## config.mk

```make
export PLATFORM = sky130hd
export DESIGN_NAME = decodeTop
export DESIGN_NICKNAME = d
export VERILOG_FILES = /design/src/source/decodePkg.sv /design/src/source/aluControl.sv /design/src/source/controlDecoder.sv /design/src/source/decodeStage.sv /design/src/source/decodeTop.sv /design/src/source/registerFile.sv
export SDC_FILE = /design/constraint.sdc
export NUM_CORES = 1
export LEC_CHECK = 0
export BUFFER_PORTS_ARGS = -buffer_cell sky130_fd_sc_hd__buf_4
export CORE_AREA = 4 4 193 120
export CTS_BUF_LIST = sky130_fd_sc_hd__clkbuf_16
export DETAILED_ROUTE_END_ITERATION = 6
export DIE_AREA = 0 0 197 124
export HOLD_SLACK_MARGIN = 0.05
export MAX_ROUTING_LAYER = met4
export PLACE_DENSITY = 0.74
export SLEW_MARGIN = 10
export SYNTH_ARGS = -nofsm -noshare
export SYNTH_HDL_FRONTEND = slang
export SYNTH_HIERARCHICAL = 1
export SYNTH_SLANG_ARGS = --single-unit
```

## constraint.sdc

```tcl
create_clock -name clk -period 3.4 [get_ports clk]
set_clock_uncertainty 0.2 [all_clocks]
set_input_delay 0.17 -clock clk [delete_from_list [all_inputs] [get_ports clk]]
set_output_delay 0.17 -clock clk [all_outputs]
set_load 0.01 [all_outputs]
```

## src/source/decodePkg.sv

```systemverilog
// Encodings for the 16-bit, eight-register ISA; all-zero values are the reset values downstream
package decodePkg;

    // Register selector and data word widths
    localparam int regSelW = 3;
    localparam int wordW = 16;

    // Opcode in instr[15:11]
    typedef enum logic [4:0] {
        HALT = 5'b00000,
        NOP  = 5'b00001,
        J    = 5'b00100,
        JAL  = 5'b00110,
        ADDI = 5'b01000,
        XORI = 5'b01010,
        BEQZ = 5'b01100,
        BNEZ = 5'b01101,
        ST   = 5'b10000,
        LD   = 5'b10001,
        SLBI = 5'b10010,
        LBI  = 5'b11000,
        RALU = 5'b11011
    } opcodeT;

    // Which instruction field names the destination register
    typedef enum logic [1:0] {
        fieldRt = 2'b00,
        fieldRs = 2'b01,
        fieldRd = 2'b10,
        link    = 2'b11
    } regDstT;

    // Writeback value source
    typedef enum logic [1:0] {
        aluResult = 2'b00,
        memData   = 2'b01,
        pcLink    = 2'b10,
        immediate = 2'b11
    } resultSrcT;

    // Branch condition tested at execute
    typedef enum logic [3:0] {
        none        = 4'b0000,
        eqZero      = 4'b0001,
        neZero      = 4'b0010,
        alwaysTaken = 4'b0011
    } branchCondT;

    // Coarse ALU class from the main decoder
    typedef enum logic [2:0] {
        add     = 3'b000,
        xorOp   = 3'b001,
        pass    = 3'b010,
        jumpAdd = 3'b011,
        regFunc = 3'b100
    } aluClassT;

    // Operation sent to the execute stage ALU
    typedef enum logic [3:0] {
        opAdd  = 4'b0000,
        opXor  = 4'b0001,
        opAndn = 4'b0010,
        opPass = 4'b0011
    } aluOpT;

endpackage

```

## src/source/aluControl.sv

```systemverilog
// Combinational; SUB is formed as rt - rs, i.e. ~rs + rt + 1 at the execute adder
`timescale 1ns/10ps

module aluControl (
    input  decodePkg::aluClassT aluClass,
    input  logic [1:0]          func,
    output decodePkg::aluOpT    oper,
    output logic                invA,
    output logic                invB,
    output logic                cIn
);
    import decodePkg::*;

    always_comb begin
        oper = opPass;
        invA = 1'b0;
        invB = 1'b0;
        cIn  = 1'b0;
        case (aluClass)
            add, jumpAdd: oper = opAdd;
            xorOp:        oper = opXor;
            pass:         oper = opPass;
            regFunc: begin
                case (func)
                    2'b00: oper = opAdd;
                    2'b01: begin
                        // Subtract
                        oper = opAdd;
                        invA = 1'b1;
                        cIn  = 1'b1;
                    end
                    2'b10: oper = opXor;
                    default: begin
                        oper = opAndn;
                        invB = 1'b1;
                    end
                endcase
            end
            default: oper = opPass;
        endcase
    end

endmodule

```

## src/source/controlDecoder.sv

```systemverilog
// Purely combinational; bSrc 00=rt 01=imm5 10=imm8 11=sImm11, unknown opcodes raise illegal
`timescale 1ns/10ps

module controlDecoder (
    input  logic [decodePkg::wordW-1:0] instr,
    output logic                        nHalt,
    output logic                        memRead,
    output logic                        memWrt,
    output decodePkg::regDstT           regDst,
    output logic                        regWrt,
    output logic                        zeroExt,
    output logic [1:0]                  bSrc,
    output logic                        immSrc,
    output decodePkg::aluClassT         aluClass,
    output logic                        aluSign,
    output logic                        aluJmp,
    output decodePkg::resultSrcT        regSrc,
    output decodePkg::branchCondT       branchTaken,
    output logic                        illegal
);
    import decodePkg::*;

    opcodeT opcode;

    assign opcode = opcodeT'(instr[15:11]);

    always_comb begin
        // Defaults describe a NOP
        nHalt       = 1'b1;
        memRead     = 1'b0;
        memWrt      = 1'b0;
        regDst      = fieldRt;
        regWrt      = 1'b0;
        zeroExt     = 1'b0;
        bSrc        = 2'b00;
        immSrc      = 1'b0;
        aluClass    = pass;
        aluSign     = 1'b0;
        aluJmp      = 1'b0;
        regSrc      = aluResult;
        branchTaken = none;
        illegal     = 1'b0;

        case (opcode)
            HALT: nHalt = 1'b0;
            NOP: ;
            ADDI, LD, ST: begin
                bSrc     = 2'b01;
                immSrc   = 1'b1;
                aluClass = add;
                aluSign  = 1'b1;
                // Loads and stores share the rs + imm5 address
                regWrt   = (opcode != ST);
                memRead  = (opcode == LD);
                memWrt   = (opcode == ST);
                regSrc   = (opcode == LD) ? memData : aluResult;
            end
            XORI: begin
                regWrt   = 1'b1;
                zeroExt  = 1'b1;
                bSrc     = 2'b01;
                immSrc   = 1'b1;
                aluClass = xorOp;
            end
            LBI, SLBI: begin
                regDst  = fieldRs;
                regWrt  = 1'b1;
                zeroExt = (opcode == SLBI);
                bSrc    = 2'b10;
                immSrc  = 1'b1;
                regSrc  = immediate;
            end
            RALU: begin
                regDst   = fieldRd;
                regWrt   = 1'b1;
                aluClass = regFunc;
            end
            BEQZ: branchTaken = eqZero;
            BNEZ: branchTaken = neZero;
            J, JAL: begin
                bSrc        = 2'b11;
                immSrc      = 1'b1;
                aluClass    = jumpAdd;
                aluSign     = 1'b1;
                aluJmp      = 1'b1;
                branchTaken = alwaysTaken;
                if (opcode == JAL) begin
                    regDst = link;
                    regWrt = 1'b1;
                    regSrc = pcLink;
                end
            end
            default: illegal = 1'b1;
        endcase
    end

endmodule

```

## src/source/decodeStage.sv

```systemverilog
// No stall or flush; wbDelay must be at least 1 and all registered outputs reset to zero
`timescale 1ns/10ps

module decodeStage #(
    parameter int wbDelay = 3
) (
    input  logic                          clk,
    input  logic                          arstN,
    input  logic [decodePkg::wordW-1:0]   instr,
    input  logic [decodePkg::wordW-1:0]   pc,
    input  logic [decodePkg::wordW-1:0]   rsRaw,
    input  logic [decodePkg::wordW-1:0]   rtRaw,
    output logic                          nHalt,
    output logic                          nHaltComb,
    output logic                          memRead,
    output logic                          memWrt,
    output logic                          immSrc,
    output logic                          aluSign,
    output logic                          aluJmp,
    output logic                          err,
    output logic [1:0]                    bSrc,
    output decodePkg::branchCondT         branchTaken,
    output decodePkg::aluOpT              oper,
    output logic [decodePkg::wordW-1:0]   rsData,
    output logic [decodePkg::wordW-1:0]   rtData,
    output logic [decodePkg::wordW-1:0]   imm5,
    output logic [decodePkg::wordW-1:0]   imm8,
    output logic [decodePkg::wordW-1:0]   sImm8,
    output logic [decodePkg::wordW-1:0]   sImm11,
    output logic [decodePkg::wordW-1:0]   pcNext,
    output logic                          invA,
    output logic                          invB,
    output logic                          cIn,
    output logic                          regWrt,
    output logic [decodePkg::regSelW-1:0] rd,
    output decodePkg::resultSrcT          regSrc
);
    import decodePkg::*;

    logic nHaltDec, memReadDec, memWrtDec, regWrtDec, zeroExt;
    logic immSrcDec, aluSignDec, aluJmpDec, illegal;
    logic invADec, invBDec, cInDec;
    logic [1:0] bSrcDec;
    regDstT regDst;
    aluClassT aluClass;
    resultSrcT regSrcDec;
    branchCondT branchDec;
    aluOpT operDec;
    logic [regSelW-1:0] rdDec;
    logic [wordW-1:0] imm5Dec, imm8Dec, sImm8Dec, sImm11Dec;

    // Writeback delay line, oldest entry at the top index
    logic [wbDelay-1:0] wrtLine;
    logic [wbDelay-1:0][regSelW-1:0] rdLine;
    logic [wbDelay-1:0][1:0] srcLine;

    controlDecoder controlDecoder_inst (
        .instr(instr), .nHalt(nHaltDec), .memRead(memReadDec), .memWrt(memWrtDec),
        .regDst(regDst), .regWrt(regWrtDec), .zeroExt(zeroExt), .bSrc(bSrcDec),
        .immSrc(immSrcDec), .aluClass(aluClass), .aluSign(aluSignDec),
        .aluJmp(aluJmpDec), .regSrc(regSrcDec), .branchTaken(branchDec), .illegal(illegal)
    );

    aluControl aluControl_inst (
        .aluClass(aluClass), .func(instr[1:0]), .oper(operDec),
        .invA(invADec), .invB(invBDec), .cIn(cInDec)
    );

    always_comb begin
        case (regDst)
            fieldRt: rdDec = instr[7:5];
            fieldRs: rdDec = instr[10:8];
            fieldRd: rdDec = instr[4:2];
            default: rdDec = '1;
        endcase
    end

    // Immediate extension
    assign sImm8Dec  = {{(wordW-8){instr[7]}}, instr[7:0]};
    assign sImm11Dec = {{(wordW-11){instr[10]}}, instr[10:0]};
    assign imm5Dec   = zeroExt ? {{(wordW-5){1'b0}}, instr[4:0]}
                               : {{(wordW-5){instr[4]}}, instr[4:0]};
    assign imm8Dec   = zeroExt ? {{(wordW-8){1'b0}}, instr[7:0]} : sImm8Dec;

    // Halt seen by fetch in the same cycle
    assign nHaltComb = nHaltDec;

    always_ff @(posedge clk or negedge arstN) begin
        if (!arstN) begin
            {nHalt, memRead, memWrt, immSrc, aluSign, aluJmp, err} <= '0;
            {invA, invB, cIn} <= '0;
            bSrc        <= '0;
            branchTaken <= none;
            oper        <= opAdd;
            {rsData, rtData, pcNext} <= '0;
            {imm5, imm8, sImm8, sImm11} <= '0;
        end else begin
            {nHalt, memRead, memWrt} <= {nHaltDec, memReadDec, memWrtDec};
            {immSrc, aluSign, aluJmp, err} <= {immSrcDec, aluSignDec, aluJmpDec, illegal};
            {invA, invB, cIn} <= {invADec, invBDec, cInDec};
            bSrc        <= bSrcDec;
            branchTaken <= branchDec;
            oper        <= operDec;
            {rsData, rtData, pcNext} <= {rsRaw, rtRaw, pc};
            {imm5, imm8, sImm8, sImm11} <= {imm5Dec, imm8Dec, sImm8Dec, sImm11Dec};
        end
    end

    always_ff @(posedge clk or negedge arstN) begin
        if (!arstN) begin
            wrtLine <= '0;
            rdLine  <= '0;
            srcLine <= '0;
        end else begin
            wrtLine[0] <= regWrtDec;
            rdLine[0]  <= rdDec;
            srcLine[0] <= regSrcDec;
            for (int i = 1; i < wbDelay; i++) begin
                wrtLine[i] <= wrtLine[i-1];
                rdLine[i]  <= rdLine[i-1];
                srcLine[i] <= srcLine[i-1];
            end
        end
    end

    assign regWrt = wrtLine[wbDelay-1];
    assign rd     = rdLine[wbDelay-1];
    assign regSrc = resultSrcT'(srcLine[wbDelay-1]);

endmodule

```

## src/source/decodeTop.sv

```systemverilog
// wbData must be valid in every cycle regWrt is high; it is written at the next rising edge
`timescale 1ns/10ps

module decodeTop #(
    parameter int wbDelay = 3
) (
    input  logic                          clk,
    input  logic                          arstN,
    input  logic [decodePkg::wordW-1:0]   instr,
    input  logic [decodePkg::wordW-1:0]   pc,
    input  logic [decodePkg::wordW-1:0]   wbData,
    output logic                          nHalt,
    output logic                          nHaltComb,
    output logic                          memRead,
    output logic                          memWrt,
    output logic                          immSrc,
    output logic                          aluSign,
    output logic                          aluJmp,
    output logic                          err,
    output logic                          regWrt,
    output decodePkg::resultSrcT          regSrc,
    output logic [1:0]                    bSrc,
    output decodePkg::branchCondT         branchTaken,
    output decodePkg::aluOpT              oper,
    output logic [decodePkg::wordW-1:0]   rsData,
    output logic [decodePkg::wordW-1:0]   rtData,
    output logic [decodePkg::wordW-1:0]   imm5,
    output logic [decodePkg::wordW-1:0]   imm8,
    output logic [decodePkg::wordW-1:0]   sImm8,
    output logic [decodePkg::wordW-1:0]   sImm11,
    output logic [decodePkg::wordW-1:0]   pcNext,
    output logic                          invA,
    output logic                          invB,
    output logic                          cIn,
    output logic [decodePkg::regSelW-1:0] rd
);
    import decodePkg::*;

    logic [wordW-1:0] rsRaw, rtRaw;

    // Read selectors come straight from the instruction fields
    registerFile registerFile_inst (
        .clk(clk), .arstN(arstN), .rsSel(instr[10:8]), .rtSel(instr[7:5]),
        .writeSel(rd), .writeData(wbData), .writeEn(regWrt),
        .rsRaw(rsRaw), .rtRaw(rtRaw)
    );

    decodeStage #(.wbDelay(wbDelay)) decodeStage_inst (
        .clk(clk), .arstN(arstN), .instr(instr), .pc(pc), .rsRaw(rsRaw), .rtRaw(rtRaw),
        .nHalt(nHalt), .nHaltComb(nHaltComb), .memRead(memRead), .memWrt(memWrt),
        .immSrc(immSrc), .aluSign(aluSign), .aluJmp(aluJmp), .err(err), .bSrc(bSrc),
        .branchTaken(branchTaken), .oper(oper), .rsData(rsData), .rtData(rtData),
        .imm5(imm5), .imm8(imm8), .sImm8(sImm8), .sImm11(sImm11), .pcNext(pcNext),
        .invA(invA), .invB(invB), .cIn(cIn), .regWrt(regWrt), .rd(rd), .regSrc(regSrc)
    );

endmodule

```

## src/source/registerFile.sv

```systemverilog
// No write bypass: a read in the cycle of its write returns the old word
`timescale 1ns/10ps

module registerFile (
    input  logic                          clk,
    input  logic                          arstN,
    input  logic [decodePkg::regSelW-1:0] rsSel,
    input  logic [decodePkg::regSelW-1:0] rtSel,
    input  logic [decodePkg::regSelW-1:0] writeSel,
    input  logic [decodePkg::wordW-1:0]   writeData,
    input  logic                          writeEn,
    output logic [decodePkg::wordW-1:0]   rsRaw,
    output logic [decodePkg::wordW-1:0]   rtRaw
);
    import decodePkg::*;

    localparam int numRegs = 2 ** regSelW;

    logic [wordW-1:0] regs [numRegs];

    // Single write port, whole array cleared on reset
    always_ff @(posedge clk or negedge arstN) begin
        if (!arstN) begin
            for (int i = 0; i < numRegs; i++) begin
                regs[i] <= '0;
            end
        end else if (writeEn) begin
            regs[writeSel] <= writeData;
        end
    end

    // Reads come straight from the array
    assign rsRaw = regs[rsSel];
    assign rtRaw = regs[rtSel];

endmodule

```

==> impl_metrics.prom, run 1 <==
# TYPE chip_impl_metric gauge
chip_impl_metric{name="pin_count_of_the_biggest_net_entering_global_routing",unit=""} 106
chip_impl_info{name="cpMaxStageDelayCell",value="nor4b_1"} 1
chip_impl_metric{name="chipWidth",unit="um"} 197
chip_impl_metric{name="post_drt_wl_per_cell",unit="um"} 21.5
chip_impl_info{name="post_synth_main_area_contributors",value="dfrtp_1 (54%), mux2_2 (17%), mux4_1 (14%)"} 1
chip_impl_metric{name="sequential_cell_area",unit="sq um"} 5680
chip_impl_metric{name="multi_input_logic_area",unit="sq um"} 4140
chip_impl_metric{name="ys_types",unit=""} 49
chip_impl_metric{name="antennaDiodeCount",unit=""} 0
chip_impl_info{name="dr.max_layer_used",value="met4"} 1
chip_impl_metric{name="peakVddDrop",unit="V"} 0.000381
chip_impl_metric{name="via_per_inst",unit=""} 5.43
chip_impl_metric{name="fraction_of_the_mapped_netlist_area_in_compound_gates",unit="%"} 1.40
chip_impl_metric{name="post_synth_instance_area",unit="sq um"} 10500
chip_impl_info{name="crit_family",value="buffers and inverters"} 1
chip_impl_metric{name="postCtsSetupRepairBufs",unit=""} 0
chip_impl_info{name="synth_common_cells",value="dfrtp_1 (227), mux2_2 (160), buf_4 (70), mux4_1 (56)"} 1
chip_impl_metric{name="max_clock_freq",unit="GHz"} 0.393
chip_impl_info{name="synth_top_cell_by_area",value="dfrtp_1"} 1
chip_impl_metric{name="fin_tns_setup",unit="ns"} 0
chip_impl_metric{name="synthCells",unit=""} 644
chip_impl_metric{name="cts.htree.levels",unit=""} 1
chip_impl_metric{name="min_period_over_period",unit="%"} 74.8
chip_impl_metric{name="dieArea",unit="sq um"} 24400
chip_impl_metric{name="fillers",unit=""} 1568
chip_impl_metric{name="cp_data_required_time",unit="ns"} 3.63
chip_impl_metric{name="areaGrowthSynthToFinish",unit="%"} 22.0
chip_impl_metric{name="post-route-drc-count",unit=""} 0
chip_impl_metric{name="worst_slew_pin_slew",unit="ns"} 0.842
chip_impl_metric{name="final_layout_size_suffix_gt1_share",unit="%"} 49.3
chip_impl_metric{name="critical-path-max-stage-delay",unit="ns"} 0.73
chip_impl_info{name="crit_top_cell",value="dlygate4sd3_1"} 1
chip_impl_metric{name="synth_adder_area_share",unit="%"} 0
chip_impl_metric{name="syn_avg_cell_area",unit="sq um"} 16.4
chip_impl_metric{name="timing.max_slew.rel_slack",unit="%"} 43.6
chip_impl_metric{name="dp.final_hpwl",unit="mm"} 14.9
chip_impl_metric{name="arrival",unit="ns"} 2.77
chip_impl_metric{name="core",unit="sq um"} 21500
chip_impl_info{name="clock_tree.root_cell",value="clkbuf_16"} 1
chip_impl_metric{name="ios",unit=""} 189
chip_impl_metric{name="clk_path_buf_depth",unit=""} 3
chip_impl_metric{name="setup_viol",unit=""} 0
chip_impl_metric{name="share_of_synthesized_registers_carrying_an_async_set_or_reset",unit="%"} 100
chip_impl_metric{name="antenna_violations_before_repair",unit=""} 1
chip_impl_info{name="critPathLaunchType",value="input port"} 1
chip_impl_metric{name="gpl.final_weighted_congestion",unit=""} 0.806
chip_impl_metric{name="tritoncts.num_buffers",unit=""} 22
chip_impl_metric{name="fp.dieH",unit="um"} 124
chip_impl_metric{name="globalRouteOverflowTotal",unit=""} 0
chip_impl_metric{name="finalHoldViolations",unit=""} 0
chip_impl_metric{name="detailroute.via_count",unit=""} 6054
chip_impl_metric{name="timing_max_transition_violations_final",unit=""} 0
chip_impl_info{name="sequence_of_cells_on_the_critical_path",value="dlygate4sd3_1, buf_4, nand2_1, dlygate4sd3_1, nor4b_1, and4b_2"} 1
chip_impl_metric{name="first_pass_iters",unit=""} 7
chip_impl_metric{name="final_antenna_net_count",unit=""} 0
chip_impl_metric{name="start_util",unit="%"} 48.9
chip_impl_metric{name="via_count_of_the_first_global_routing_pass",unit=""} 6391
chip_impl_metric{name="synthXorXnorAreaFrac",unit="%"} 0.332
chip_impl_info{name="criticalPathCategory",value="in2reg"} 1
chip_impl_info{name="outcome",value="finished clean"} 1
chip_impl_info{name="synth_top_family_by_area",value="multiplexers"} 1
chip_impl_metric{name="numPortBuffers",unit=""} 188
chip_impl_info{name="yosysMostFrequentCell",value="dfrtp_1"} 1
chip_impl_metric{name="maxCapViolations",unit=""} 0
chip_impl_info{name="cts_tree",value="built"} 1
chip_impl_metric{name="yosys.area_share.simple",unit="%"} 3.71
chip_impl_metric{name="ys.warnings.count",unit=""} 6
chip_impl_metric{name="synth-edff-count",unit=""} 0
chip_impl_metric{name="clkSlewWorstSetupHoldPaths",unit="ns"} 0.06
chip_impl_metric{name="finish.cell_count_without_fillers",unit=""} 1114
chip_impl_metric{name="drtIter0Drc",unit=""} 300
chip_impl_metric{name="grt_pass1_wl",unit="mm"} 36.8
chip_impl_metric{name="seq_area_frac_synth",unit="%"} 53.9
chip_impl_metric{name="placedInstanceArea",unit="sq um"} 11700
chip_impl_metric{name="dp_slack",unit="ns"} 1.13
chip_impl_info{name="cp-end-kind",value="register"} 1
chip_impl_info{name="min-delay-path-class",value="in2async"} 1
chip_impl_metric{name="final_layout_net_count",unit=""} 863
chip_impl_metric{name="num_rows",unit=""} 42
chip_impl_metric{name="fin_ws",unit="ns"} 0.857
chip_impl_info{name="rsz_0062_raised_after_global_routing",value="false"} 1
chip_impl_metric{name="routed_wirelength",unit="mm"} 24.0
chip_impl_metric{name="cts_sinks",unit=""} 227
chip_impl_metric{name="route.layer.met1.wl",unit="mm"} 10.5
chip_impl_metric{name="place.detailed.instances",unit=""} 1024
chip_impl_metric{name="routed-wl-met3",unit="um"} 803
chip_impl_metric{name="grt.total_usage",unit="%"} 19.8
chip_impl_metric{name="final.min_clock_period",unit="ns"} 2.54
chip_impl_metric{name="share_of_synthesized_area_spent_on_multiplexers",unit="%"} 33.4
chip_impl_metric{name="powerDensity",unit="nW/um^2"} 647
chip_impl_metric{name="critPathBufInv",unit=""} 3
chip_impl_metric{name="power_leakage",unit="uW"} 0.00591
chip_impl_metric{name="insertion_delay",unit="ns"} 0.49
chip_impl_metric{name="synth_top_cell_area_share",unit="%"} 53.9
chip_impl_metric{name="synth-seq-cells",unit=""} 227
chip_impl_metric{name="finish.instance_area",unit="sq um"} 12900
chip_impl_info{name="synth_ff_type",value="dfrtp_1"} 1
chip_impl_metric{name="wl_met2",unit="mm"} 12.3
chip_impl_metric{name="maximum_fanout_count_along_the_critical_path",unit=""} 19
## what timing repair did
action                                 in CTS  in global routing
endpoints found under the hold margin     312                  0
gates resized for setup                     0                  0
hold buffers                               51                  0
## stage by stage
stage	util, %	total power [uW]	hold slack [ns]
after floorplan	-	5180	-0.326
after global placement	54.1	5830	0.0706
after detailed placement	54.1	5970	0.0804
after CTS	59.7	8400	0.104
after global routing	59.7	8740	0.109
final	59.7	8320	0.104
## registers in the layout, indices dropped and copies added, names as in the netlist, 3 cells and up
| register | cells |
|---|---|
| decodeStage_inst/rtData | 16 |
| decodeStage_inst/srcLine | 4 |
| decodeStage_inst/wrtLine | 3 |
| decodeStage_inst/rdLine | 6 |
| decodeStage_inst/branchTaken | 4 |
| decodeStage_inst/rd | 3 |
| registerFile_inst/regs | 128 |
| decodeStage_inst/oper | 4 |
| decodeStage_inst/sImm11 | 11 |
| decodeStage_inst/rsData | 16 |
| decodeStage_inst/pcNext | 16 |
## where the power goes
group	leakage, uW	switching (uW)	internal [uW]
sequential	0.00275	467	3460
combinational	0.00281	711	1330
clock	0.000353	987	1370
total	0.00591	2170	6150
## layout make-up
type                            instances  share of cell area [%]
Sequential cell                       227                    44.2
Multi-Input combinational cell        314                    32.2
Timing Repair Buffer                  247                    15.5
Clock buffer                           23                    4.47
Tap cell                              286                    2.78
Clock inverter                         16                   0.924
Inverter                                1                  0.0292
## cell families (layout without fill, tap and decap cells)
kind of cell | after synthesis | in the layout
multiplexers | 230 | 230
buffers and inverters | 105 | 287
AO/OA/AOI/OAI | 21 | 21
other | 2 | 4
flip-flops | 227 | 227
XOR/XNOR | 4 | 4
AND/OR/NAND/NOR | 55 | 55
## cell usage in the layout (no fill, tap or decap), types with 3 or more instances in the layout
cell,netlist,final
a21oi_1,4,4
and3_1,3,3
buf_4,70,195
clkbuf_16,0,23
clkinv_1,0,7
clkinv_2,0,5
conb_1,2,4
dfrtp_1,227,227
dlygate4sd3_1,0,51
inv_1,1,3
mux2_1,3,3
mux2_2,160,160
mux2i_1,3,3
mux4_1,56,56
mux4_2,8,8
nand2_1,8,8
nand2b_1,3,3
nand4b_2,3,3
nor2_1,12,12
nor2b_1,4,4
o21ai_0,5,5
o22a_1,4,4
## worst paths after layout
kind	from	endpoint	slack, ns	depth (start not counted)
min	arstN	decodeStage_inst/rsData[2]$_DFF_PN0_	0.10	2
min reg2reg	decodeStage_inst/srcLine[3]$_DFF_PN0_	decodeStage_inst/regSrc[1]$_DFF_PN0_	0.15	0
min in group clk	pc[9]	decodeStage_inst/pcNext[9]$_DFF_PN0_	0.12	2
max	instr[11]	decodeStage_inst/cIn$_DFF_PN0_	0.86	6
max in group asynchronous	arstN	registerFile_inst/regs[44]$_DFFE_PN0P_	1.88	3
max reg2reg	decodeStage_inst/rd[0]$_DFF_PN0_	registerFile_inst/regs[19]$_DFFE_PN0P_	1.12	2
## layer usage
layer  vias to the layer above  global-route usage, %
li1                       2703                      -
met1                      3188                   27.0
met2                       132                   33.0
met3                        31                   2.62
met4                         0                   3.07
met5                         -                      -
No activity file was read; power rests on OpenSTA's default activity.
==> run 2: changes to the inputs <==
- clock period: 3.4 -> 2.6 ns (I/O delays scaled with it)
==> impl_metrics.prom, run 2 (synthesis gave the netlist of run 1 again) <==
# TYPE chip_impl_metric gauge
chip_impl_info{name="outcome",value="finished clean"} 1
chip_impl_metric{name="powerDensity",unit="nW/um^2"} 860
chip_impl_metric{name="grt_pass1_wl",unit="mm"} 37.5
chip_impl_metric{name="finalHoldViolations",unit=""} 0
chip_impl_metric{name="final_layout_size_suffix_gt1_share",unit="%"} 49.3
chip_impl_metric{name="sequential_cell_area",unit="sq um"} 5680
chip_impl_metric{name="maxCapViolations",unit=""} 0
chip_impl_info{name="clock_tree.root_cell",value="clkbuf_16"} 1
chip_impl_metric{name="grt.total_usage",unit="%"} 20.3
chip_impl_metric{name="num_rows",unit=""} 42
chip_impl_metric{name="antennaDiodeCount",unit=""} 0
chip_impl_metric{name="critPathBufInv",unit=""} 3
chip_impl_metric{name="setup_viol",unit=""} 0
chip_impl_info{name="cpMaxStageDelayCell",value="nor4b_1"} 1
chip_impl_metric{name="cts.htree.levels",unit=""} 1
chip_impl_metric{name="clk_path_buf_depth",unit=""} 3
chip_impl_metric{name="timing.max_slew.rel_slack",unit="%"} 42.1
chip_impl_info{name="dr.max_layer_used",value="met4"} 1
chip_impl_metric{name="worst-path-stages",unit=""} 7
chip_impl_metric{name="multi_input_logic_area",unit="sq um"} 4140
chip_impl_info{name="cts_tree",value="built"} 1
chip_impl_metric{name="fin_tns_setup",unit="ns"} 0
chip_impl_metric{name="via_per_inst",unit=""} 5.47
chip_impl_metric{name="arrival",unit="ns"} 2.64
chip_impl_metric{name="globalRouteOverflowTotal",unit=""} 0
chip_impl_metric{name="maximum_fanout_count_along_the_critical_path",unit=""} 19
chip_impl_metric{name="postCtsSetupRepairBufs",unit=""} 0
chip_impl_metric{name="ios",unit=""} 189
chip_impl_metric{name="min_period_over_period",unit="%"} 91.9
chip_impl_metric{name="gpl.final_weighted_congestion",unit=""} 0.813
chip_impl_metric{name="finish.cell_count_without_fillers",unit=""} 1116
chip_impl_metric{name="tritoncts.num_buffers",unit=""} 22
chip_impl_info{name="layout.cells.most_common",value="dfrtp_1"} 1
chip_impl_metric{name="critical-path-max-stage-delay",unit="ns"} 0.76
chip_impl_info{name="layout.cells.most_common_list",value="dfrtp_1 (227), buf_4 (192), mux2_2 (160), mux4_1 (56), dlygate4sd3_1 (52)"} 1
chip_impl_metric{name="max_clock_freq",unit="GHz"} 0.418
chip_impl_metric{name="post-route-drc-count",unit=""} 0
chip_impl_info{name="crit_family",value="buffers and inverters"} 1
chip_impl_metric{name="post_drt_wl_per_cell",unit="um"} 21.7
chip_impl_info{name="critPathLaunchType",value="input port"} 1
chip_impl_info{name="top_register",value="registerFile_inst/regs"} 1
chip_impl_metric{name="wl_met2",unit="mm"} 12.4
chip_impl_metric{name="dieArea",unit="sq um"} 24400
chip_impl_metric{name="ff2ff_setup_slack",unit="ns"} 0.37
chip_impl_metric{name="areaGrowthSynthToFinish",unit="%"} 23.0
chip_impl_info{name="cp-end-kind",value="register"} 1
chip_impl_metric{name="detailroute.via_count",unit=""} 6100
chip_impl_metric{name="clkSlewWorstSetupHoldPaths",unit="ns"} 0.06
chip_impl_info{name="min-delay-path-class",value="in2reg"} 1
chip_impl_metric{name="final_layout_net_count",unit=""} 864
chip_impl_metric{name="first_pass_iters",unit=""} 4
chip_impl_metric{name="power_leakage",unit="uW"} 0.00596
chip_impl_metric{name="insertion_delay",unit="ns"} 0.51
chip_impl_metric{name="worst_slew_pin_slew",unit="ns"} 0.857
chip_impl_metric{name="cp_data_required_time",unit="ns"} 2.85
chip_impl_metric{name="routed_wirelength",unit="mm"} 24.2
chip_impl_metric{name="reg2regPathDepth",unit=""} 2
chip_impl_metric{name="fillers",unit=""} 1645
chip_impl_info{name="sequence_of_cells_on_the_critical_path",value="dlygate4sd3_1, buf_4, nand2_1, nor4b_1, mux2i_1, nand2_1, dlygate4sd3_1"} 1
chip_impl_metric{name="pin_count_of_the_biggest_net_entering_global_routing",unit=""} 69
chip_impl_metric{name="dp.final_hpwl",unit="mm"} 15.0
chip_impl_metric{name="drtIter0Drc",unit=""} 316
chip_impl_info{name="rsz_0062_raised_after_global_routing",value="false"} 1
chip_impl_metric{name="via_count_of_the_first_global_routing_pass",unit=""} 6484
chip_impl_metric{name="routed-wl-met3",unit="um"} 889
chip_impl_metric{name="antenna_violations_before_repair",unit=""} 0
chip_impl_metric{name="whs_path_depth",unit=""} 2
chip_impl_info{name="criticalPathCategory",value="in2reg"} 1
chip_impl_metric{name="largest_register_ff_count",unit=""} 128
chip_impl_metric{name="cts_sinks",unit=""} 227
chip_impl_metric{name="core",unit="sq um"} 21500
chip_impl_metric{name="final_antenna_net_count",unit=""} 0
chip_impl_metric{name="fp.dieH",unit="um"} 124
chip_impl_metric{name="chipWidth",unit="um"} 197
chip_impl_metric{name="route.layer.met1.wl",unit="mm"} 10.5
chip_impl_metric{name="timing_max_transition_violations_final",unit=""} 0
chip_impl_metric{name="place.detailed.instances",unit=""} 1024
chip_impl_metric{name="final.min_clock_period",unit="ns"} 2.39
chip_impl_metric{name="peakVddDrop",unit="V"} 0.000578
chip_impl_metric{name="start_util",unit="%"} 48.9
chip_impl_metric{name="numPortBuffers",unit=""} 188
==> run 2: changes by cell type in the layout (fill, tap and decap cells not counted), sizes merged <==
cell and change:
bufinv +2, clkinvlp +1, inv +1, dlygate4sd3 +1, clkinv -3
==> run 2: path summary, 6_finish.rpt <==
kind	from	end
max	instr[11]	decodeStage_inst/oper[1]$_DFF_PN0_
min	pc[4]	decodeStage_inst/pcNext[4]$_DFF_PN0_
max reg2reg	decodeStage_inst/rd[1]$_DFF_PN0_	registerFile_inst/regs[78]$_DFFE_PN0P_
min reg2reg	decodeStage_inst/rdLine[3]$_DFF_PN0_	decodeStage_inst/rd[0]$_DFF_PN0_
max in group asynchronous	arstN	decodeStage_inst/cIn$_DFF_PN0_
min in group asynchronous	arstN	decodeStage_inst/rsData[2]$_DFF_PN0_
==> run 2: final cells by class <==
| cell class | count | area share [%] |
|---|---|---|
| Tap cell | 286 | 2.76 |
| Timing Repair Buffer | 248 | 15.7 |
| Clock buffer | 23 | 4.44 |
| Sequential cell | 227 | 43.8 |
| Multi-Input combinational cell | 314 | 31.9 |
| Clock inverter | 17 | 1.39 |
| Inverter | 1 | 0.0289 |
==> run 2: what timing repair did <==
item                                   CTS  global route
endpoints found under the hold margin  438             0
resized for setup                        0             0
hold buffers                            52             0
==> run 2: power breakdown <==
| group | internal [uW] | total, uW | leakage (uW) | switching, uW |
|---|---|---|---|---|
| Clock | 2000 | 3330 | 0.000377 | 1330 |
| Combinational | 1740 | 2690 | 0.00283 | 948 |
| Sequential | 4520 | 5130 | 0.00275 | 615 |
==> run 2: metrics by stage <==
step                      hold slack (ns)  utilization [%]  worst slack, ns  power (uW)  area, sq um
after global placement            -0.0885             54.3            0.451        7610        11700
after detailed placement          -0.0744             54.3            0.357        7830        11700
final                              0.0810             60.2            0.210       11200        13000
after global routing               0.0696             60.2           0.0539       11700        13000
after CTS                          0.0609             60.2            0.262       11300        13000
after floorplan                    -0.366                -            0.687        6780        10600
==> run 2: worst reg2reg max path, stage by stage, from the launching register on <==
cell and delay [ns]:
dfrtp_1 0.61, nand4b_2 0.75, mux2_2 0.55
==> run 2: layer usage <==
layer	vias up	track usage, %
li1	2710	-
met1	3228	27.7
met2	127	33.5
met3	35	2.76
met4	0	4.03
met5	-	-
